==> src/eth_tx_pkg.sv <==
`default_nettype none

package eth_tx_pkg;

    // ----------------------------------------
    // buffer geometry
    // ----------------------------------------
    localparam int BUFFER_SLOTS    = 32;
    localparam int SLOT_BITS       = 5;                     // log2 of BUFFER_SLOTS
    localparam int PACKET_SIZE     = 402;                   // max data bytes per frame
    localparam int ADDR_BITS       = 16;
    localparam int BYTE_INDEX_BITS = $clog2(PACKET_SIZE);   // index into one slot

    typedef logic [SLOT_BITS-1:0] slot_t;
    typedef logic [ADDR_BITS-1:0] packet_addr_t;
    typedef logic [7:0]           byte_t;
    typedef logic [1:0]           op_t;

    localparam op_t OP_WRITE      = 2'd0;
    localparam op_t OP_WRITE_LEN  = 2'd1;
    localparam op_t OP_WRITE_NEXT = 2'd2;

    // ----------------------------------------
    // framing
    // ----------------------------------------
    localparam byte_t PREAMBLE_BYTE = 8'h55;
    localparam byte_t SFD_BYTE      = 8'hD5;
    localparam int    PREAMBLE_LEN  = 7;
    localparam int    FCS_LEN       = 4;
    localparam int    IFG_LEN       = 12;

    localparam logic [31:0] CRC_POLY = 32'hEDB88320;        // reflected 802.3 polynomial
    localparam logic [31:0] CRC_INIT = 32'hFFFFFFFF;

    // transmit fsm encoding
    localparam int                  STATE_BITS  = 3;
    localparam logic [STATE_BITS-1:0] ST_IDLE     = 3'd0;
    localparam logic [STATE_BITS-1:0] ST_PREAMBLE = 3'd1;
    localparam logic [STATE_BITS-1:0] ST_SFD      = 3'd2;
    localparam logic [STATE_BITS-1:0] ST_DATA     = 3'd3;
    localparam logic [STATE_BITS-1:0] ST_FCS      = 3'd4;
    localparam logic [STATE_BITS-1:0] ST_GAP      = 3'd5;

endpackage

`default_nettype wire

==> src/tx_byte_counter.sv <==
`timescale 1ns/1ps
`default_nettype none

module tx_byte_counter
(
    input  logic                     clock,
    input  logic                     reset,
    input  logic                     count_load,
    input  eth_tx_pkg::packet_addr_t count_value,
    output logic                     count_last
);
    import eth_tx_pkg::*;

    packet_addr_t count;

    assign count_last = (count == packet_addr_t'(1));  // final cycle of a phase

    always_ff @(posedge clock)
    begin
        if (reset)
        begin
            count <= '0;
        end
        else if (count_load)
        begin
            count <= count_value;
        end
        else if (count != '0)
        begin
            count <= count - packet_addr_t'(1);          // parks at zero
        end
    end

endmodule

`default_nettype wire

==> config.mk <==
export PLATFORM = sky130hd
export DESIGN_NAME = tx_byte_counter
export DESIGN_NICKNAME = d
export VERILOG_FILES = /design/src/eth_tx_pkg.sv /design/src/tx_byte_counter.sv
export SDC_FILE = /design/constraint.sdc
export NUM_CORES = 1
export LEC_CHECK = 0
export ABC_AREA = 1
export BUFFER_PORTS_ARGS = -buffer_cell sky130_fd_sc_hd__buf_2
export CAP_MARGIN = 20
export CELL_PAD_IN_SITES_DETAIL_PLACEMENT = 0
export CELL_PAD_IN_SITES_GLOBAL_PLACEMENT = 1
export CORE_UTILIZATION = 34
export CTS_CLUSTER_DIAMETER = 50
export DETAILED_ROUTE_END_ITERATION = 16
export GPL_TIMING_DRIVEN = 0
export PLACE_DENSITY_LB_ADDON = 0.1
export SLEW_MARGIN = 20
export SYNTH_ARGS = -nofsm -noshare
export SYNTH_HDL_FRONTEND = slang
export SYNTH_SLANG_ARGS = --single-unit
==> constraint.sdc <==
create_clock -name clock -period 1.24 [get_ports clock]
set_input_delay 0.124 -clock clock [delete_from_list [all_inputs] [get_ports clock]]
set_output_delay 0.124 -clock clock [all_outputs]
set_load 0.01 [all_outputs]
==> results.md <==
* Status: finished, violations left
* Failing checks: negative setup slack
* R2R setup slack at -0.11 ns
* Largest registers: count x16
* Slew Limit Fails at 0
* Fin crit period at 1.37 ns
* Fraction of layout cells with a size suffix above 1 at 45.5%
* Worst Slack Setup Final at -0.134 ns
* Hold depth at 3
* Slew @ Worst Pin at between 0.5 and 0.6 ns
* Dpl cells at 242
* GRT Total Usage at 19.2%
* Relative slew slack at 62.9%
* RSZ-0062 raised after global routing: true
* Clock Skews at 0.00135 ns
* Largest net degree at the start of global routing at 11
* FFs w/ async S/R, synth at 0%
* Peak supply drop at 550 uV
* Post-DP HPWL at approximately 2.1 mm
* Routed WL at 2.94 mm
* Cell Area, Synth at 1140 um2
* # clock sinks at 16
* Cts-stage hold buffer count at 0
* Syn. warnings at 0
* Hold_sp: count_value[12]
* Cell Pwr Density at 1040 nW/um2
* Clk pin slew, worst setup/hold paths at ~0.10 ns
* Die Footprint at 3600 um2
* Vias at 1148
* Register area share after synthesis at 28.0%
* H-tree Lvls at 1
* Final period utilization at 111%
* Total core area at 3130 um2
* GRT overflow at 0
* Longest Clk Path Bufs at 2
* Initial antenna violation count at 0
* Reg2Reg Depth at 8
* Flops & latches, synth at 16
* Worst skew pair latency at about 0.29 ns
* CP max stage delay at 0.35 ns
* Clock Root Buffer: clkbuf_4
* Number of flops mapped to enable cells by yosys at 0
* HP Class: in2reg
* Max-Cap Viols at 0
* Die Y at 60.0 um
* Slowest-stage cell, CP: dfxtp_2
* Crit path max-delay family: simple AND/OR/NAND/NOR gates
* Area of the multi-input gates at between 800 and 900 um2
* Final instance area at 1580 um2
* Vias per cell at approximately 4.5
* Leakage at 0.743 nW
* Vias in the first global route at 1125
* ANT nets after route at 0
* DRC viols at 0
* I/O Buffers at 19
* Post-DP Area at 1310 um2
* Drt pass-1 iters at 4
* Largest register FFs at 16
* Worst R2R End: count[2]
* Startpoint types: flip-flop
* Num CTS Buffers at 3
* Initial drt markers at 32
* Crit path DAT at 1.25 ns
* Post-synthesis average cell area at between 6 and 7 um2
* Final setup viols at 16
* Ant. Diodes at 0
* Setup TNS at -1.32 ns
* Per-cell routed wire length at 11.4 um
* I/O pin count at 20
* Critical path class: reg2out
* Post-route insts no fill at around 260
* Cell Chain, Critical Path: nor2_4, nand2_2, inv_2, nand3_1, nor3_2, buf_2
* Ys flop type: dfxtp_1
* WP data required at 1.12 ns
* Width of the chip at 60.0 um
* Initial Util at a little over a third
* Final core utilization at 50.6%
* CTS tree: yes
* Critical Path Fanout Max at 3
* Biggest register: count
* WHS Endpoint: count[12]
* Area growth, synth to finish at 38.4%
* Crit. End Element: output port
* First-pass GRT wire length at slightly above 5 mm
* FILL cells at between 300 and 400
* Post-Syn Nets at 200
* Fin. Hold Viols at 0
* Row Count at 20
* Cells after Synth at ~180
* Critical R2R Launch: count[1]
* WP buf/inv at 2
* Placer Congestion at 0.762
* Hold WS at roughly 0.06 ns
* Yosys cell types at 26
* Fmax at 728 MHz
* Tot Pwr at 1.64 mW
* Reg area at 342 um2
* # nets final at 235
* Place WS at -0.171 ns
area by class of cell:
type | count | share of cell area [%]
Multi-Input combinational cell | 140 | 55.0
Sequential cell | 16 | 21.6
Timing Repair Buffer | 29 | 11.2
Inverter | 21 | 5.62
Tap cell | 44 | 3.48
Clock buffer | 4 | 2.29
Buffer | 3 | 0.791
worst max-delay path by stage:
stage,startpoint,end,slack (ns),cells past startpoint
2_1_floorplan,count[1],count[8],0.009,9
3_3_place_gp,count[1],count[12],-0.14,9
3_5_place_dp,count[1],count[8],-0.17,9
4_1_cts,count[14],count_last,-0.17,6
5_1_grt,count[14],count_last,-0.21,6
6_report,count[14],count_last,-0.13,6
report_power, final:
| group | total [mW] | internal [mW] | switching [mW] | leakage, nW |
|---|---|---|---|---|
| combinational | 0.638 | 0.271 | 0.367 | 0.585 |
| clock | 0.367 | 0.179 | 0.188 | 0.0210 |
| sequential | 0.633 | 0.567 | 0.0668 | 0.137 |
| total | 1.64 | 1.02 | 0.622 | 0.743 |
layer usage:
metal | up-vias | track usage [%] | part of all wire [%]
met4 | 0 | 2.99 | 0.71
met1 | 498 | 25.8 | 51
met3 | 2 | 4.55 | 3.2
met5 | - | 0 | 0
li1 | 629 | - | -
met2 | 19 | 31.6 | 45
cell usage after synthesis, types with 2 or more instances:
master,instances,area share [%]
nand3_1,11,4.8
nor2_2,3,1.6
nand3b_1,3,2.0
nand2_2,2,1.1
nor2_1,26,8.5
nand4_1,2,1.1
xor2_1,5,3.8
or2_2,3,1.6
a21oi_1,10,4.4
nor2_4,4,3.9
nand2_4,3,3.0
ha_1,2,2.2
o21ai_1,2,0.88
inv_1,20,6.6
nand2_1,54,18
dfxtp_1,16,28
o21ai_0,3,1.3
clkbuf_1,2,0.66
tightest hold or removal path, delay by kind of cell:
kind / cells / cell delay [ns]
AOI/OAI and AO/OA: 1 / 0.05
buffers and inverters: 1 / 0.09
and+or+nand+nor: 1 / 0.05
placed cells by master (no fill, tap or decap), drive strengths merged:
cell type / n
or2: 3
xor2: 5
o211ai: 1
nor3: 2
inv: 21
nand3: 12
nand4: 2
buf: 30
o21ai: 5
dfxtp: 16
nor2: 35
a21oi: 10
clkbuf: 6
o21a: 1
nand3b: 3
nand2: 59
ha: 2
kinds of logic (layout without fill, tap and decap cells):
family / after synthesis / in the layout / share of synthesized area [%]
simple gates: 115 / 116 / 50.1
xor+xnor: 5 / 5 / 3.83
flops: 16 / 16 / 28.0
buf+inv: 24 / 57 / 7.99
fa+ha+maj: 2 / 2 / 2.19
compound gates: 17 / 17 / 7.89
what timing repair did:
item,in CTS,in global routing
pin swaps,7,11
setup buffers,7,3
setup endpoints to repair,17,17
cloned,1,0
resized for setup,19,38
Power figures use the tool's default switching activity.
