File: config.mk
export PLATFORM = sky130hd
export DESIGN_NAME = tx_frame_fsm
export DESIGN_NICKNAME = d
export VERILOG_FILES = /design/src/eth_tx_pkg.sv /design/src/tx_frame_fsm.sv
export SDC_FILE = /design/constraint.sdc
export NUM_CORES = 1
export LEC_CHECK = 0
export ABC_CLOCK_PERIOD_IN_PS = 3200
export BUFFER_PORTS_ARGS = -buffer_cell sky130_fd_sc_hd__buf_2
export CAP_MARGIN = 20
export CORE_ASPECT_RATIO = 0.6
export CORE_UTILIZATION = 31
export CTS_BUF_LIST = sky130_fd_sc_hd__clkbuf_16
export CTS_CLUSTER_DIAMETER = 150
export DETAILED_ROUTE_END_ITERATION = 10
export GPL_TIMING_DRIVEN = 0
export SETUP_SLACK_MARGIN = 0.2
export SLEW_MARGIN = 20
export SYNTH_ARGS = -nofsm -noshare
export SYNTH_HDL_FRONTEND = slang
export SYNTH_SLANG_ARGS = --single-unit
File: constraint.sdc
create_clock -name clock -period 3.2 [get_ports clock]
set_input_delay 0 -clock clock [delete_from_list [all_inputs] [get_ports clock]]
set_output_delay 0 -clock clock [all_outputs]
set_load 0.01 [all_outputs]
File: src/eth_tx_pkg.sv
`default_nettype none

package eth_tx_pkg;

    // ----------------------------------------
    // buffer geometry
    // ----------------------------------------
    localparam int BUFFER_SLOTS    = 32;
    localparam int SLOT_BITS       = 5;                     // log2 of BUFFER_SLOTS
    localparam int PACKET_SIZE     = 402;                   // max data bytes per frame
    localparam int ADDR_BITS       = 16;
    localparam int BYTE_INDEX_BITS = $clog2(PACKET_SIZE);   // index into one slot

    typedef logic [SLOT_BITS-1:0] slot_t;
    typedef logic [ADDR_BITS-1:0] packet_addr_t;
    typedef logic [7:0]           byte_t;
    typedef logic [1:0]           op_t;

    localparam op_t OP_WRITE      = 2'd0;
    localparam op_t OP_WRITE_LEN  = 2'd1;
    localparam op_t OP_WRITE_NEXT = 2'd2;

    // ----------------------------------------
    // framing
    // ----------------------------------------
    localparam byte_t PREAMBLE_BYTE = 8'h55;
    localparam byte_t SFD_BYTE      = 8'hD5;
    localparam int    PREAMBLE_LEN  = 7;
    localparam int    FCS_LEN       = 4;
    localparam int    IFG_LEN       = 12;

    localparam logic [31:0] CRC_POLY = 32'hEDB88320;        // reflected 802.3 polynomial
    localparam logic [31:0] CRC_INIT = 32'hFFFFFFFF;

    // transmit fsm encoding
    localparam int                  STATE_BITS  = 3;
    localparam logic [STATE_BITS-1:0] ST_IDLE     = 3'd0;
    localparam logic [STATE_BITS-1:0] ST_PREAMBLE = 3'd1;
    localparam logic [STATE_BITS-1:0] ST_SFD      = 3'd2;
    localparam logic [STATE_BITS-1:0] ST_DATA     = 3'd3;
    localparam logic [STATE_BITS-1:0] ST_FCS      = 3'd4;
    localparam logic [STATE_BITS-1:0] ST_GAP      = 3'd5;

endpackage

`default_nettype wire

File: src/tx_frame_fsm.sv
`timescale 1ns/1ps
`default_nettype none

module tx_frame_fsm
(
    input  logic                     clock,
    input  logic                     reset,
    input  logic                     frame_pending,
    input  eth_tx_pkg::packet_addr_t frame_length,
    input  eth_tx_pkg::byte_t        tx_byte,
    input  eth_tx_pkg::byte_t        fcs_byte,
    input  logic                     count_last,
    output eth_tx_pkg::packet_addr_t tx_address,
    output logic                     frame_sent,
    output logic                     crc_clear,
    output logic                     crc_update,
    output logic                     crc_shift,
    output logic                     count_load,
    output eth_tx_pkg::packet_addr_t count_value,
    output eth_tx_pkg::byte_t        gmii_txd,
    output logic                     gmii_tx_en
);
    import eth_tx_pkg::*;

    logic [STATE_BITS-1:0] state;               // phase of the byte on the line
    logic [STATE_BITS-1:0] state_d;
    byte_t                 txd_d;
    logic                  tx_en_d;
    logic                  addr_clear;
    logic                  send_data;            // next line byte comes from the buffer
    logic                  enter_fcs;

    // ----------------------------------------
    // next phase and byte source
    // ----------------------------------------
    always_comb
    begin
        state_d     = state;
        txd_d       = 8'h00;
        tx_en_d     = 1'b0;
        addr_clear  = 1'b0;
        send_data   = 1'b0;
        enter_fcs   = 1'b0;
        frame_sent  = 1'b0;
        crc_clear   = 1'b0;
        crc_update  = 1'b0;
        crc_shift   = 1'b0;
        count_load  = 1'b0;
        count_value = '0;

        case (state)
            ST_IDLE:
            begin
                if (frame_pending)
                begin
                    state_d     = ST_PREAMBLE;
                    count_load  = 1'b1;
                    count_value = packet_addr_t'(PREAMBLE_LEN);
                    crc_clear   = 1'b1;
                    addr_clear  = 1'b1;
                    txd_d       = PREAMBLE_BYTE;
                    tx_en_d     = 1'b1;
                end
            end
            ST_PREAMBLE:
            begin
                tx_en_d = 1'b1;
                if (count_last)
                begin
                    state_d = ST_SFD;
                    txd_d   = SFD_BYTE;
                end
                else
                begin
                    txd_d = PREAMBLE_BYTE;
                end
            end
            ST_SFD:
            begin
                if (frame_length == '0)
                begin
                    enter_fcs = 1'b1;           // empty frame, no data phase
                end
                else
                begin
                    state_d     = ST_DATA;
                    count_load  = 1'b1;
                    count_value = frame_length;
                    send_data   = 1'b1;
                end
            end
            ST_DATA:
            begin
                if (count_last)
                begin
                    enter_fcs = 1'b1;
                end
                else
                begin
                    send_data = 1'b1;
                end
            end
            ST_FCS:
            begin
                if (count_last)
                begin
                    state_d     = ST_GAP;       // line drops here
                    frame_sent  = 1'b1;
                    count_load  = 1'b1;
                    count_value = packet_addr_t'(IFG_LEN);
                end
                else
                begin
                    tx_en_d   = 1'b1;
                    txd_d     = fcs_byte;
                    crc_shift = 1'b1;
                end
            end
            ST_GAP:
            begin
                if (count_last)
                begin
                    state_d = ST_IDLE;
                end
            end
            default:
            begin
                state_d = ST_IDLE;
            end
        endcase

        if (send_data)
        begin
            tx_en_d    = 1'b1;
            txd_d      = tx_byte;
            crc_update = 1'b1;                  // crc sees the same byte as the line
        end

        if (enter_fcs)
        begin
            state_d     = ST_FCS;
            count_load  = 1'b1;
            count_value = packet_addr_t'(FCS_LEN);
            tx_en_d     = 1'b1;
            txd_d       = fcs_byte;
            crc_shift   = 1'b1;
        end
    end

    // ----------------------------------------
    // registered line and read address
    // ----------------------------------------
    always_ff @(posedge clock)
    begin
        if (reset)
        begin
            state      <= ST_IDLE;
            gmii_txd   <= 8'h00;
            gmii_tx_en <= 1'b0;
            tx_address <= '0;
        end
        else
        begin
            state      <= state_d;
            gmii_txd   <= txd_d;
            gmii_tx_en <= tx_en_d;
            if (addr_clear)
            begin
                tx_address <= '0;
            end
            else if (send_data && (tx_address + packet_addr_t'(1) < frame_length))
            begin
                tx_address <= tx_address + packet_addr_t'(1);  // stays on last byte
            end
        end
    end

endmodule

`default_nettype wire

==> results.md <==
* Die height at roughly 65 um
* Die Wd at 106 um
* Most used DFF post-synth: dfxtp_1
* DRT Pass-1 Iters at 4
* Clock skew at 0.00680 ns
* Distinct cells, synth at 53
* Status: finished, final reports clean
* Hold Crit Class: in -> reg
* Leading cell types in the layout, fill and taps excluded: buf_2 (82), dfxtp_1 (23), nor3_1 (19)
* Synthesized area at 0.00203 mm^2
* Largest net degree at the start of global routing at 17
* Routed Antenna Nets at 0
* CP Launch Type: flop
* GP Congestion at ~0.86
* Fin. max-slew vios at 0
* Synthesis-to-finish area growth at 49.5%
* Post-detail-place hpwl at 4.90 mm
* Seq pwr share at 36.9%
* WL/cell at 14.7 um
* Post-synthesis register bit count at 28
* Vias per inst at slightly above 5
* Initial DRC count at 96
* P_int at just over 0.0007 W
* Footprint of the multi-input gates at between 0.001 and 0.0015 mm^2
* Maximum root-to-sink buffer count at 2
* Core area at between 0.006 and 0.007 mm^2
* Vias at 2,310
* Diode count at 0
* Layout fillers at 639
* Flop-to-flop setup slack at 0.04 ns
* Input/output buffers at 80
* Total Wirelength at 6.61 mm
* Final worst path period need at 3.16 ns
* Crit path max fanout at 5
* Post-Syn Area per Cell at 7.84 um^2
* Commonest non-fill, non-tap cell in the layout: buf_2
* Vias in the first global route at 2,156
* Sw Pwr at 0.000273 W
* RSZ-0062 raised after global routing: yes
* Number of flops mapped to enable cells by yosys at 0
* Mapped Cells at 259
* Pwr dens at roughly 330 mW/mm^2
* Largest cells by area after synthesis: dfxtp_1 (28%), ha_1 (9.9%), a21oi_1 (6.7%)
* DRC viols at 0
* # rows at 22
* Slew @ Worst Pin at between 0.8 and 0.9 ns
* Post-synth ARST share at 0%
* Clock root buffer master: clkbuf_16
* GRT Residual Overflow at 0
* Top Ports at 82
* Htree depth at 1
* Max Fclk at 316 MHz
* Final hold slack at 0.0175 ns
* WP data arrival at roughly 3.4 ns
* CP endpoint kind: flop
* Reg area at ~570 um^2
* Static Leak at approximately 1.4 nW
* Worst vdd ir at 0.000215 V
* Sink Count at 28
* CTS buffer count at 3
* Antenna violations before repair at 0
* Top-area cell type share of the netlist area at roughly 28%
* Max stage delay cell, worst path: or4_4
* Worst Path Required at around 3.4 ns
* Die area at 0.00688 mm^2
* Global-route wire length before repair at 10.5 mm
* Ratio of cells with drive above 1 in the final layout at 40.4%
* Switching Fraction at 27.7%
* Clk slew on worst S/H paths at 0.08 ns
* CP peak stage delay at ~0.46 ns
* Clk pwr share at 38.9%
* Logic pwr share at 24.2%
* Final Power at about 0.001 W
* Layout Nets at 419
* Syn Nets at 311
* Register area share after synthesis at 27.6%
* CTS tree: done
* Later-pin clock latency in the skew report at 0.27 ns
* Final period utilization at 98.8%
* Initial Util at 32.6%
* Crit-path cells: and3_4 -> and3_4 -> nand4_4 -> or4_4 -> xnor2_2 -> ha_1 -> a21oi_2 -> o21ai_2 -> a31oi_2 -> nand4_4 -> buf_6 -> or4_4 -> a21oi_2
* Max Cap Viol at 0
* Final hold vios at 0
* Crit path kind: reg -> reg
* GRT Overall Usage at between 10% and 20%
* Slew Limit Headroom at between 40% and 50%
* Utilization after layout at 48.8%
* Setup violators final at 0
* Leading area contributor after synthesis: dfxtp_1
* Ys Warns at 0
registers in the layout, indices dropped and copies added (netlist names):
register and count:
gmii_tx_en 1, tx_address 16, gmii_txd 8, state 3
synthesized netlist by cell type, types with 2 or more instances:
master,count
a21o_1,3
a21oi_1,27
a22oi_1,4
and2_2,2
and3_1,4
and4_1,2
buf_2,3
clkbuf_1,7
dfxtp_1,28
ha_1,16
inv_1,18
nand2_1,13
nand2b_1,2
nand3_1,6
nand4_1,3
nor2_1,12
nor3_1,20
nor4_1,5
o21a_1,2
o21ai_0,18
o21ai_1,2
o2bb2ai_1,4
o31ai_1,2
or2_2,2
or3_1,12
or3_2,2
xnor2_1,10
xor2_1,5
through the flow:
stage,cells,worst slack (ns),TNS (ns),area (um^2)
finish,450,0.0376,0,3030
global route,450,-0.118,-0.618,3030
CTS,448,-0.0532,-0.133,2940
detailed placement,423,-0.175,-1.78,2560
global placement,423,-0.139,-1.08,2560
floorplan,259,0.188,0,2060
layout make-up:
cell class                 count  share of cell area (%)
buffer                        14                    3.34
timing repair buffer         103                    20.0
tap                           84                    3.46
inverter                      18                    2.23
multi-input combinational    199                    48.5
clock inverter                 1                   0.990
sequential                    28                    18.9
clock buffer                   3                    2.47
critical path: cells and delay by family, from the launching register on:
| family | cells | cell delay, ns |
|---|---|---|
| XOR/XNOR | 1 | 0.15 |
| buffers and inverters | 1 | 0.18 |
| AO/OA/AOI/OAI | 4 | 0.54 |
| flip-flops | 1 | 0.37 |
| adder cells (fa/ha/maj) | 1 | 0.32 |
| AND/OR/NAND/NOR | 6 | 1.54 |
power groups by stage:
stage,registers (W),logic [W],clock network (W)
4_1_cts,0.000364,0.000232,0.000392
6_report,0.000364,0.000239,0.000385
5_1_grt,0.000366,0.000264,0.000404
3_5_place_dp,0.000373,0.000203,0
2_1_floorplan,0.000379,0.000113,0
3_3_place_gp,0.000373,0.000201,0
worst paths after layout:
check	to	startpoint	depth (start not counted)
max	tx_address[12]	tx_address[0]	13
min	gmii_txd[6]	fcs_byte[6]	3
max reg2reg	tx_address[12]	tx_address[0]	13
min reg2reg	tx_address[0]	tx_address[0]	2
per-layer routing:
metal | up-vias | share of wire, % | global-route usage [%]
met5 | - | 0 | 0
met4 | 0 | 1.1 | 4.28
met3 | 9 | 5.0 | 3.32
met2 | 71 | 41 | 29.6
met1 | 1071 | 52 | 28.7
li1 | 1159 | - | -
repair_timing:
action                                  4_1_cts  5_1_grt
cloned                                        1        0
hold buffers                                 11        0
hold endpoints to repair                      7        0
resized for setup                            24       24
pin swaps                                    15       14
endpoints found under the setup margin       16       16
buffers inserted                              9        2
logic make-up after synthesis:
family	count (synthesis)	synth area share [%]
xor+xnor	15	6.47
compound gates	69	20.2
simple gates	99	28.5
buf+inv	32	7.34
flops	28	27.6
fa+ha+maj	16	9.86
No activity file was read; power rests on OpenSTA's default activity.
