`src/eth_tx_pkg.sv`:
```
`default_nettype none

package eth_tx_pkg;

    // ----------------------------------------
    // buffer geometry
    // ----------------------------------------
    localparam int BUFFER_SLOTS    = 32;
    localparam int SLOT_BITS       = 5;                     // log2 of BUFFER_SLOTS
    localparam int PACKET_SIZE     = 402;                   // max data bytes per frame
    localparam int ADDR_BITS       = 16;
    localparam int BYTE_INDEX_BITS = $clog2(PACKET_SIZE);   // index into one slot

    typedef logic [SLOT_BITS-1:0] slot_t;
    typedef logic [ADDR_BITS-1:0] packet_addr_t;
    typedef logic [7:0]           byte_t;
    typedef logic [1:0]           op_t;

    localparam op_t OP_WRITE      = 2'd0;
    localparam op_t OP_WRITE_LEN  = 2'd1;
    localparam op_t OP_WRITE_NEXT = 2'd2;

    // ----------------------------------------
    // framing
    // ----------------------------------------
    localparam byte_t PREAMBLE_BYTE = 8'h55;
    localparam byte_t SFD_BYTE      = 8'hD5;
    localparam int    PREAMBLE_LEN  = 7;
    localparam int    FCS_LEN       = 4;
    localparam int    IFG_LEN       = 12;

    localparam logic [31:0] CRC_POLY = 32'hEDB88320;        // reflected 802.3 polynomial
    localparam logic [31:0] CRC_INIT = 32'hFFFFFFFF;

    // transmit fsm encoding
    localparam int                  STATE_BITS  = 3;
    localparam logic [STATE_BITS-1:0] ST_IDLE     = 3'd0;
    localparam logic [STATE_BITS-1:0] ST_PREAMBLE = 3'd1;
    localparam logic [STATE_BITS-1:0] ST_SFD      = 3'd2;
    localparam logic [STATE_BITS-1:0] ST_DATA     = 3'd3;
    localparam logic [STATE_BITS-1:0] ST_FCS      = 3'd4;
    localparam logic [STATE_BITS-1:0] ST_GAP      = 3'd5;

endpackage

`default_nettype wire

```
`src/crc32_engine.sv`:
```
`timescale 1ns/1ps
`default_nettype none

module crc32_engine
(
    input  logic              clock,
    input  logic              reset,
    input  logic              crc_clear,
    input  logic              crc_update,
    input  logic              crc_shift,
    input  eth_tx_pkg::byte_t data_in,
    output eth_tx_pkg::byte_t fcs_byte
);
    import eth_tx_pkg::*;

    logic [31:0] crc_reg;

    // one byte, lsb first, reflected form
    function automatic logic [31:0] crc_next_byte(input logic [31:0] crc_in, input byte_t data);
        logic [31:0] crc;
        int          bit_idx;
        crc = crc_in ^ {24'h000000, data};
        for (bit_idx = 0; bit_idx < 8; bit_idx++)
        begin
            crc = {1'b0, crc[31:1]} ^ (CRC_POLY & {32{crc[0]}});
        end
        return crc;
    endfunction

    assign fcs_byte = ~crc_reg[7:0];            // fcs goes out low byte first

    always_ff @(posedge clock)
    begin
        if (reset)
        begin
            crc_reg <= CRC_INIT;
        end
        else if (crc_clear)
        begin
            crc_reg <= CRC_INIT;
        end
        else if (crc_update)
        begin
            crc_reg <= crc_next_byte(crc_reg, data_in);
        end
        else if (crc_shift)
        begin
            crc_reg <= {8'h00, crc_reg[31:8]};  // expose next fcs byte
        end
    end

endmodule

`default_nettype wire

```
`config.mk`:
```
export PLATFORM = sky130hd
export DESIGN_NAME = crc32_engine
export DESIGN_NICKNAME = d
export VERILOG_FILES = /design/src/eth_tx_pkg.sv /design/src/crc32_engine.sv
export SDC_FILE = /design/constraint.sdc
export NUM_CORES = 1
export LEC_CHECK = 0
export BUFFER_PORTS_ARGS = -buffer_cell sky130_fd_sc_hd__buf_2
export CAP_MARGIN = 20
export CORE_MARGIN = 2
export CORE_UTILIZATION = 30
export DETAILED_ROUTE_END_ITERATION = 8
export PLACE_DENSITY = 0.56
export SYNTH_ARGS = -nofsm -noshare
export SYNTH_HDL_FRONTEND = slang
export SYNTH_SLANG_ARGS = --single-unit
```
`constraint.sdc`:
```
create_clock -name clock -period 1.7 [get_ports clock]
set_input_delay 0.34 -clock clock [delete_from_list [all_inputs] [get_ports clock]]
set_output_delay 0.34 -clock clock [all_outputs]
set_load 0.03 [all_outputs]
```
==> results of run 1 <==
metrics by stage:
| stage | hold WS [ns] | cells | cell area, um^2 |
|---|---|---|---|
| after CTS | 0.4222 | 425 | 2957 |
| after global routing | 0.4430 | 432 | 3171 |
| after floorplan | 0.4634 | 270 | 2275 |
| after detailed placement | 0.5188 | 417 | 2788 |
| final | 0.4265 | 432 | 3171 |
| after global placement | 0.5158 | 417 | 2788 |
cell usage after synthesis:
master and instances:
nand4_1 2, a21oi_1 24, nand2_1 28, nand2b_1 2, o221ai_1 5, nor3_1 1
xor2_1 11, a31oi_1 2, clkbuf_1 13, mux2_2 3, nor2_1 15, xnor3_1 9
nor3b_1 2, dfxtp_1 32, o32ai_1 1, o311ai_1 2, and3_1 1, and2_1 1
xnor2_1 31, xnor2_2 3, xor3_1 1, o22ai_1 13, xnor2_4 1, o21ai_0 27
or4_1 1, o211ai_1 4, buf_2 4, o31ai_1 1, nand3_1 4, mux2i_1 6
inv_1 11, nor2b_1 2, o311ai_0 2, or2_2 3, buf_1 2
cell usage in the layout, fill, tap and decap left out, types with 3 or more instances in the layout:
cell type and count:
o221ai_1 5, buf_4 42, xor2_2 3, nand2_1 28, buf_6 10, xnor2_1 19
xnor2_4 6, nor2_1 15, o21ai_0 17, or2_2 3, clkbuf_8 6, mux2_2 3
dfxtp_1 25, o21ai_1 8, o22ai_1 13, buf_2 21, xnor2_2 10, nand3_1 4
mux2i_1 6, o211ai_1 4, xnor3_2 3, a21oi_1 23, xor2_1 8, xnor3_1 6
inv_1 11, dfxtp_2 6, o311ai_1 3
final cells by class:
cell class	instances	area, um^2	share of cell area
Sequential cell	32	651.9	0.2056
Clock buffer	8	90.09	0.02841
Inverter	11	41.29	0.01302
Tap cell	99	123.9	0.03907
Timing Repair Buffer	74	553.0	0.1744
Multi-Input combinational cell	208	1710	0.5395
worst max-delay path, cell delays in order, from the launching register on:
cell	delay (ns)
dfxtp_4	0.37
xnor2_4	0.34
buf_6	0.17
xnor2_4	0.08
xnor2_2	0.28
buf_4	0.18
xnor2_2	0.11
o21ai_1	0.07
path summary, 6_finish.rpt:
| path | start | to | slack, ns | cells after the start |
|---|---|---|---|---|
| worst max register to register | crc_reg[6] | crc_reg[19] | -0.02 | 7 |
| worst max-delay path | crc_reg[6] | crc_reg[19] | -0.02 | 7 |
| worst min register to register | crc_reg[18] | crc_reg[10] | 0.53 | 2 |
| worst min-delay path | reset | crc_reg[28] | 0.43 | 4 |
power by group through the flow:
stage	logic [mW]	registers (mW)	clock network, mW
4_1_cts	1.46	0.884	0.638
3_5_place_dp	1.40	0.896	0
2_1_floorplan	0.934	0.882	0
3_3_place_gp	1.40	0.894	0
6_report	1.67	0.889	0.625
5_1_grt	1.78	0.900	0.674
timing repair:
action                     in CTS  in global routing
cloned                          0                  1
gates resized for setup        16                 41
pin swaps                       7                 15
setup endpoints to repair      17                 22
buffers inserted                1                  6
hold buffers                    0                  0
logic make-up after synthesis:
group                     count (synthesis)  synth area share
muxes                                     9           0.04125
and+or+nand+nor                          62            0.1221
AOI/OAI and AO/OA                        81            0.2085
DFF                                      32            0.2816
buffers and inverters                    30           0.05171
xor gates and xnor gates                 56            0.2948
per-layer routing:
metal  GRT usage  up-vias  routed length, um
li1            -     1066                  -
met1      0.1948     1033               3001
met2      0.2549       47               3067
met3     0.03154       18                228
met4     0.05682        0                160
met5           0        -                  0
==> key figures, run 1 <==
STA
  • Final min period: ~1.7 ns
  • Worst slew margin: 0.7424
  • Setup-violating endpoint count in the final report: 2
  • Least-Margin Pin Slew: between 0.3 and 0.4 ns
  • Final count of pins violating max slew: 0
  • Period utilisation layout: 1.011
  • Worst Slack Setup Final: -0.01903 ns
  • Clock skew: between 0.005 and 0.006 ns
  • RSZ-0062 raised after global routing: yes
  • FMAX: 581.7 MHz
  • Endpoints failing hold: 0
  • Setup TNS: -0.02477 ns

Setup path
  • Startpoint types: flop
  • CP Data Required Time: 1.88 ns
  • Critical setup path kind: reg2reg
  • CP endpoint kind: flop
  • CP max FO: 5
  • Worst EP arrival: between 1.5 and 2 ns

Yosys
  • Synthesized area: between 2000 and 2500 um^2
  • Post-synthesis net count: between 200 and 300
  • Post-Synthesis Cells: 270
  • Post-synthesis sequential area ratio: 0.2816
  • Netlist cell types: 35
  • Largest area contributor in the synthesized netlist: dfxtp_1
  • Yosys top cell area share: 0.2816
  • Top post-synthesis cells by area: dfxtp_1 (28%), xnor2_1 (12%), xnor3_1 (8.9%), o21ai_0 (5.9%), a21oi_1 (5.3%)
  • Yosys warnings: 0
  • Average cell area after synthesis: approximately 8.4 um^2
  • Seq cells post-synth: 32

Layout
  • Area growth syn-to-layout: 39.38%
  • Fraction of layout cells with a size suffix above 1: 0.3604
  • Diodes inserted: 0
  • Nets@finish: about 350
  • Final core occ: 0.4348
  • Fill count: 750
  • Max reg flops: 32

Power
  • P per Cell Area: 1003 nW/um^2
  • Peak VDD IR: around 0.00035 V
  • Clock share of power: 0.196
  • Comb power frac: 0.524
  • Tot Pwr: ~3.2 mW
  • Net Sw Power: about 1.1 mW
  • Flop pwr share: 0.279
  • Switching Share: 0.3560
  • Leakage power: between 1 and 1.5 nW
  • Int Pwr: approximately 2.0 mW

Drt
  • Initial DRC Count: 110
  • Via count: about 2.2k
  • Final antenna-violating net count: 0
  • DRT Wirelength: between 6 and 7 mm
  • Per-cell routed wire length: 14.95 um
  • Detailed-route DRC error count: 0
  • DR pass1 iterations: 4
  • Vias/cell: 5.009

Clock network
  • TritonCTS buffer count: 5
  • Clock sinks: 32
  • Skew-Pair Late Insertion Delay: around 0.29 ns
  • Clock root buffer: clkbuf_8
  • Clock Tree Buf Depth: 2
  • Reg clk slew, reported paths: ~0.070 ns
  • H-tree Lvls: 2
  • CTS tree: built

Place
  • PortBufs: 20
  • GP Congestion: between 0.8 and 0.9
  • Setup Slack @ Placement: -0.2461 ns
  • Dpl hpwl: 4.399 mm

GRT
  • Initial antenna violation count: 0
  • First-pass GRT wire length: approximately 10 mm
  • Total grt overflow: 0
  • Vias in the first global route: ~2.1k
  • GRT Overall Usage: 0.1530
  • Pin count of the biggest net entering global routing: 27

Status
  • Status: finished with violations
  • Failing checks: negative setup slack

Floorplan
  • Starting Density: 0.3119
  • Std-Cell Rows: 31
  • Die Y: between 90 and 100 um
  • Die area: roughly 8300 um^2
  • I/O pin cnt: 21
  • Core ar.: approximately 7300 um^2
  • Die X: 91.08 um

Min path
  • HP Class: in2reg

Flow run
  • Max-Cap Viols: 0
No activity file was read; power rests on OpenSTA's default activity.
==> inputs of run 2 (changes only) <==
Settings changed: PLACE_DENSITY 0.56 to 0.54.
Clock period 1.7 ns to 1.65 ns, I/O delays scaled along.
==> run 2 against run 1 <==
Against the previous run: the flow still finishes with violations (negative setup slack); first-iteration DRC count grew 14%; via count increased by 1.2%; design area up 6.1%; combinational power up 7%; critical path type unchanged.
==> key figures, run 2 (synthesis gave the netlist of run 1 again) <==
Drt
  • Per-cell routed wire length: 14.38 um (was 14.95 um)
  • DRT Wirelength: 6.444 mm (was 6.458 mm)
  • Routed wl met2: 3.125 mm (was 3.067 mm)
  • Detailed-route DRC error count: 0 (unchanged)
  • Vias/cell: 4.888 (was 5.009)
  • Final antenna-violating net count: 0 (unchanged)
  • Top layer in use: met4 (unchanged)
  • DR pass1 iterations: 6 (was 4)
  • M1 WL: 2.967 mm (was 3.001 mm)
  • Via count: 2190 (was 2164)
  • Met3 wire length: 254 um (was 228 um)
  • Initial DRC Count: 125 (was 110)

Place
  • Dpl hpwl: 4.503 mm (was 4.399 mm)
  • PortBufs: 20 (unchanged)
  • Setup Slack @ Placement: -0.2718 ns (was -0.2461 ns)
  • GP Congestion: 0.8704 (was 0.8527)
  • Placed instance count: 423 (was 417)

STA
  • Worst slew margin: 0.7157 (was 0.7424)
  • Least-Margin Pin Slew: 0.4249 ns (was 0.3864 ns)
  • Worst Slack Setup Final: -0.07506 ns (was -0.01903 ns)
  • Final count of pins violating max slew: 0 (unchanged)
  • Clock skew: 0.003986 ns (was 0.005988 ns)
  • Setup-violating endpoint count in the final report: 4 (was 2)
  • RSZ-0062 raised after global routing: yes (unchanged)
  • Final min period: 1.725 ns (was 1.719 ns)
  • FMAX: 579.7 MHz (was 581.7 MHz)
  • Period utilisation layout: 1.045 (was 1.011)
  • Endpoints failing hold: 0 (unchanged)
  • Min Hold Slack: 0.3905 ns (was 0.4265 ns)

Setup path
  • Critical setup path kind: reg2reg (unchanged)
  • Startpoint types: flop (unchanged)
  • CP max FO: 4 (was 5)
  • CP Data Required Time: 1.84 ns (was 1.88 ns)
  • CP endpoint kind: flop (unchanged)
  • FF-to-FF End: crc_reg[23] (was crc_reg[19])
  • Worst EP arrival: 1.92 ns (was 1.90 ns)
  • R2R depth: 6 (was 7)
  • Reg2Reg Setup Slack: -0.08 ns (was -0.02 ns)
  • Reg-to-reg critical path startpoint: crc_reg[1] (was crc_reg[6])

Clock network
  • Reg clk slew, reported paths: 0.07 ns (about the same)
  • Clock Tree Buf Depth: 2 (unchanged)
  • H-tree Lvls: 2 (unchanged)
  • CTS hold repair buffers: 0 (unchanged)
  • Clock sinks: 32 (unchanged)
  • TritonCTS buffer count: 5 (unchanged)
  • Skew-Pair Late Insertion Delay: 0.29 ns (about the same)
  • CTS tree: built (unchanged)
  • Clock root buffer: clkbuf_8 (unchanged)

GRT
  • First-pass GRT wire length: 10.43 mm (was 10.13 mm)
  • GRT Overall Usage: 0.1593 (was 0.1530)
  • Total grt overflow: 0 (unchanged)
  • Vias in the first global route: 2119 (was 2080)
  • Pin count of the biggest net entering global routing: 43 (was 27)
  • Initial antenna violation count: 0 (unchanged)

Layout
  • Fill count: 718 (was 750)
  • Most frequent cells in the layout: buf_4 (55), nand2_1 (28), dfxtp_1 (25), xnor2_1 (20), buf_2 (20) (was buf_4 (42), nand2_1 (28), dfxtp_1 (25), a21oi_1 (23), buf_2 (21))
  • Fraction of layout cells with a size suffix above 1: 0.4097 (was 0.3604)
  • Final core occ: 0.4614 (was 0.4348)
  • Final Non-Filler Cells: 448 (was 432)
  • Register Area: 656.9 um^2 (was 651.9 um^2)
  • Diodes inserted: 0 (unchanged)
  • Commonest non-fill, non-tap cell in the layout: buf_4 (unchanged)
  • Area growth syn-to-layout: 47.91% (was 39.38%)
  • Nets@finish: 361 (was 345)
  • Multi-input gate area: 1744 um^2 (was 1710 um^2)
  • Max reg flops: 32 (unchanged)

Floorplan
  • Die X: 91.08 um (unchanged)
  • Die Y: 91.08 um (unchanged)
  • I/O pin cnt: 21 (unchanged)
  • Std-Cell Rows: 31 (unchanged)
  • Die area: 8295 um^2 (unchanged)
  • Core ar.: 7292 um^2 (unchanged)
  • Starting Density: 0.3119 (unchanged)

Status
  • Status: finished with violations (unchanged)
  • Failing checks: negative setup slack (unchanged)

Min path
  • WHS Path Cells: 3 (was 4)
  • Hold Path End: crc_reg[27] (was crc_reg[28])
  • HP Start: reset (unchanged)
  • HP Class: in2reg (unchanged)

Power
  • Leakage power: 1.524 nW (was 1.432 nW)
  • Peak VDD IR: 0.0003685 V (was 0.0003500 V)
  • P per Cell Area: 994.9 nW/um^2 (was 1003 nW/um^2)
  • Tot Pwr: 3.347 mW (was 3.182 mW)

Flow run
  • Max-Cap Viols: 0 (unchanged)
[run 2: changes by cell type in the layout (fill, tap and decap cells not counted), moves of 2 or more]
cell / before / now
xor2_1: 8 / 6
buf_12: 1 / 3
dfxtp_4: 1 / 3
a21oi_2: 1 / 5
xnor2_4: 6 / 4
buf_4: 42 / 55
o311ai_1: 3 / 1
a21oi_1: 23 / 19
buf_6: 10 / 12
dfxtp_2: 6 / 4
[run 2: area by class of cell]
| class | instances | area share |
|---|---|---|
| multi-input combinational | 208 | 0.5184 |
| timing repair buffer | 90 | 0.2105 |
| sequential | 32 | 0.1952 |
| tap | 99 | 0.03682 |
| clock buffer | 8 | 0.02678 |
| inverter | 11 | 0.01227 |
[run 2: critical path: stages, from the launching register on]
cell	delay [ns]
dfxtp_4	0.36
xnor2_4	0.15
buf_6	0.13
or4_4	0.53
o21ai_2	0.09
a21oi_2	0.08
o311ai_2	0.28
[run 2: how the worst max path moves through the flow]
stage / to / slack [ns] / startpoint
finish: crc_reg[23] / -0.08 / crc_reg[1]
global placement: crc_reg[21] / -0.20 / data_in[5]
global route: crc_reg[20] / -0.10 / crc_reg[6]
detailed placement: crc_reg[23] / -0.27 / data_in[1]
floorplan: crc_reg[20] / 0.001 / data_in[1]
CTS: crc_reg[23] / -0.03 / crc_reg[6]
[run 2: routing by layer]
metal | global-route usage | up-vias
met2 | 0.2691 | 46
met4 | 0.05177 | 0
met5 | 0 | -
met1 | 0.2049 | 1035
li1 | - | 1099
met3 | 0.02988 | 10
[run 2: metrics by stage]
stage | TNS, ns | cell area, um^2
floorplan | 0 | 2283
global placement | -2.776 | 2841
detailed placement | -2.850 | 2841
CTS | -0.09019 | 3178
global route | -1.114 | 3364
finish | -0.1196 | 3364
[run 2: what timing repair did]
action	in CTS	in global routing
endpoints found under the setup margin	22	20
buffers inserted	10	8
gates resized for setup	33	32
pin swaps	20	17
[run 2: power by group]
group	internal, mW	switching, mW	leakage [nW]	total [mW]
registers	0.843	0.0683	0.261	0.912
clock network	0.340	0.307	0.0455	0.648
logic	0.990	0.798	1.22	1.79
total	2.17	1.17	1.52	3.35
==> inputs of run 3 (changes only) <==
Settings changed: BUFFER_PORTS_ARGS -buffer_cell sky130_fd_sc_hd__buf_2 to not set, DONT_BUFFER_PORTS set to 1, PLACE_DENSITY 0.54 to 0.52.
==> run 3 against run 2 <==
Against the previous run: the run still ends with negative setup slack left; largest cell class unchanged; sequential power about the same; core utilization decreased by 3.8 points; highest routed layer unchanged; sequential share of layout area increased by 1.7 points.
==> key figures, run 3 (synthesis gave the netlist of run 1 again) <==
Power
  • Peak VDD IR: 0.0003378 V (was 0.0003685 V)
  • Leakage power: 1.327 nW (was 1.524 nW)
  • P per Cell Area: 1038 nW/um^2 (was 994.9 nW/um^2)

STA
  • Least-Margin Pin Slew: 0.4214 ns (was 0.4249 ns)
  • Clock skew: 0.01027 ns (was 0.003986 ns)
  • Final count of pins violating max slew: 0 (unchanged)
  • RSZ-0062 raised after global routing: yes (unchanged)
  • Endpoints failing hold: 0 (unchanged)
  • Final min period: 1.724 ns (was 1.725 ns)
  • Setup TNS: -0.1823 ns (was -0.1196 ns)
  • Worst Slack Setup Final: -0.07413 ns (was -0.07506 ns)
  • Setup-violating endpoint count in the final report: 7 (was 4)
  • Worst slew margin: 0.7191 (was 0.7157)
  • FMAX: 580.0 MHz (was 579.7 MHz)
  • Period utilisation layout: 1.045 (about the same)

Clock network
  • Reg clk slew, reported paths: 0.07 ns (about the same)
  • H-tree Lvls: 2 (unchanged)
  • TritonCTS buffer count: 5 (unchanged)
  • Clock root buffer: clkbuf_8 (unchanged)
  • Clock sinks: 32 (unchanged)
  • Clock Tree Buf Depth: 2 (unchanged)
  • CTS tree: built (unchanged)
  • CTS hold repair buffers: 0 (unchanged)
  • Skew-Pair Late Insertion Delay: 0.29 ns (about the same)

Setup path
  • FF-to-FF End: crc_reg[25] (was crc_reg[23])
  • Cell mode on critical path: xnor2_4
  • Worst-path cell chain: xnor2_4 > xnor2_4 > xnor3_1 > a21oi_2 > nand2_1 (was xnor2_4 > buf_6 > or4_4 > o21ai_2 > a21oi_2 > o311ai_2)
  • Critical setup path kind: reg2reg (unchanged)
  • Slowest-stage cell, CP: xnor3_1 (was or4_4)
  • Reg2Reg Setup Slack: -0.07 ns (was -0.08 ns)
  • Worst path top cell family by delay: XOR/XNOR gates (was simple AND/OR/NAND/NOR gates)
  • Critical Path Source: crc_reg[6] (was crc_reg[1])
  • Largest stage delay, worst path: 0.48 ns (was 0.53 ns)
  • CP Data Required Time: 1.83 ns (was 1.84 ns)
  • R2R depth: 5 (was 6)
  • Critical Path Stages: 5 (was 6)
  • CP max FO: 5 (was 4)
  • Reg-to-reg critical path startpoint: crc_reg[6] (was crc_reg[1])
  • Crit path to: crc_reg[25] (was crc_reg[23])
  • Worst EP arrival: 1.90 ns (was 1.92 ns)
  • Startpoint types: flop (unchanged)
  • WP buf/inv: 0 (was 1)
  • CP endpoint kind: flop (unchanged)

Place
  • Dpl hpwl: 4.478 mm (was 4.503 mm)
  • PortBufs: 0 (was 20)
  • DP Area: 2624 um^2 (was 2841 um^2)
  • Setup Slack @ Placement: -0.2078 ns (was -0.2718 ns)
  • GP Congestion: 0.7913 (was 0.8704)

Layout
  • Diodes inserted: 0 (unchanged)
  • Multi-input gate area: 1749 um^2 (was 1744 um^2)
  • Final instance area: 3085 um^2 (was 3364 um^2)
  • Commonest non-fill, non-tap cell in the layout: buf_4 (unchanged)
  • Area growth syn-to-layout: 35.64% (was 47.91%)
  • Fill count: 743 (was 718)
  • Max reg flops: 32 (unchanged)
  • Fraction of layout cells with a size suffix above 1: 0.3408 (was 0.4097)
  • Most frequent cells in the layout: buf_4 (45), nand2_1 (28), dfxtp_1 (26), o21ai_0 (23), xnor2_1 (21) (was buf_4 (55), nand2_1 (28), dfxtp_1 (25), xnor2_1 (20), buf_2 (20))
  • Nets@finish: 323 (was 361)
  • Register Area: 655.6 um^2 (was 656.9 um^2)

GRT
  • Total grt overflow: 0 (unchanged)
  • Pin count of the biggest net entering global routing: 45 (was 43)
  • Vias in the first global route: 1900 (was 2119)
  • First-pass GRT wire length: 10.12 mm (was 10.43 mm)
  • GRT Overall Usage: 0.1557 (was 0.1593)
  • Initial antenna violation count: 0 (unchanged)

Flow run
  • Max-Cap Viols: 0 (unchanged)

Drt
  • Via count: 2060 (was 2190)
  • Final antenna-violating net count: 0 (unchanged)
  • Vias/cell: 5.024 (was 4.888)
  • Per-cell routed wire length: 15.83 um (was 14.38 um)
  • Detailed-route DRC error count: 0 (unchanged)
  • Initial DRC Count: 139 (was 125)
  • DR pass1 iterations: 5 (was 6)
  • DRT Wirelength: 6.492 mm (was 6.444 mm)

Floorplan
  • Starting Density: 0.3119 (unchanged)
  • Die Y: 91.08 um (unchanged)
  • Die area: 8295 um^2 (unchanged)
  • Std-Cell Rows: 31 (unchanged)
  • I/O pin cnt: 21 (unchanged)
  • Die X: 91.08 um (unchanged)
  • Core ar.: 7292 um^2 (unchanged)

Min path
  • HP Class: in2reg (unchanged)

Status
  • Failing checks: negative setup slack (unchanged)
  • Status: finished with violations (unchanged)
-- run 3: cell types whose count changed in the layout (fill, tap and decap cells not counted), sizes merged --
cell,delta
buf,-38
-- run 3: worst min-delay path by stage --
stage	to	start	slack (ns)	cells after the start
finish	crc_reg[28]	crc_update	0.16	2
global route	crc_reg[28]	crc_update	0.15	2
CTS	crc_reg[28]	crc_update	0.16	2
detailed placement	crc_reg[28]	crc_update	0.46	2
global placement	crc_reg[28]	crc_update	0.46	2
floorplan	crc_reg[10]	crc_reg[18]	0.46	1
-- run 3: power by group --
group	leakage (nW)	internal [mW]	switching, mW
registers	0.262	0.843	0.0718
clock network	0.0455	0.340	0.307
logic	1.02	0.891	0.749
-- run 3: layout make-up --
cell class | count | share of cell area
Sequential cell | 32 | 0.2125
Multi-Input combinational cell | 208 | 0.5669
Tap cell | 99 | 0.04015
Clock buffer | 8 | 0.02920
Inverter | 11 | 0.01338
Timing Repair Buffer | 52 | 0.1379
-- run 3: per-layer routing --
metal | wire [um] | global-route usage
met1 | 2939 | 0.2157
met2 | 3152 | 0.2481
met3 | 312 | 0.02988
met4 | 88 | 0.04167
met5 | 0 | 0
-- run 3: stage by stage --
| stage | hold WS (ns) | power [mW] | instances | util |
|---|---|---|---|---|
| final | 0.1584 | 3.202 | 410 | 0.4231 |
| after global routing | 0.1543 | 3.391 | 410 | 0.4231 |
| after CTS | 0.1590 | 2.980 | 399 | 0.3862 |
| after detailed placement | 0.4639 | 2.265 | 389 | 0.3598 |
| after global placement | 0.4619 | 2.262 | 389 | 0.3598 |
| after floorplan | 0.4634 | 1.873 | 270 | - |
-- run 3: what timing repair did --
item / in CTS / in global routing
gates resized for setup: 18 / 36
buffers inserted: 2 / 11
pin swaps: 7 / 16
endpoints found under the setup margin: 20 / 22
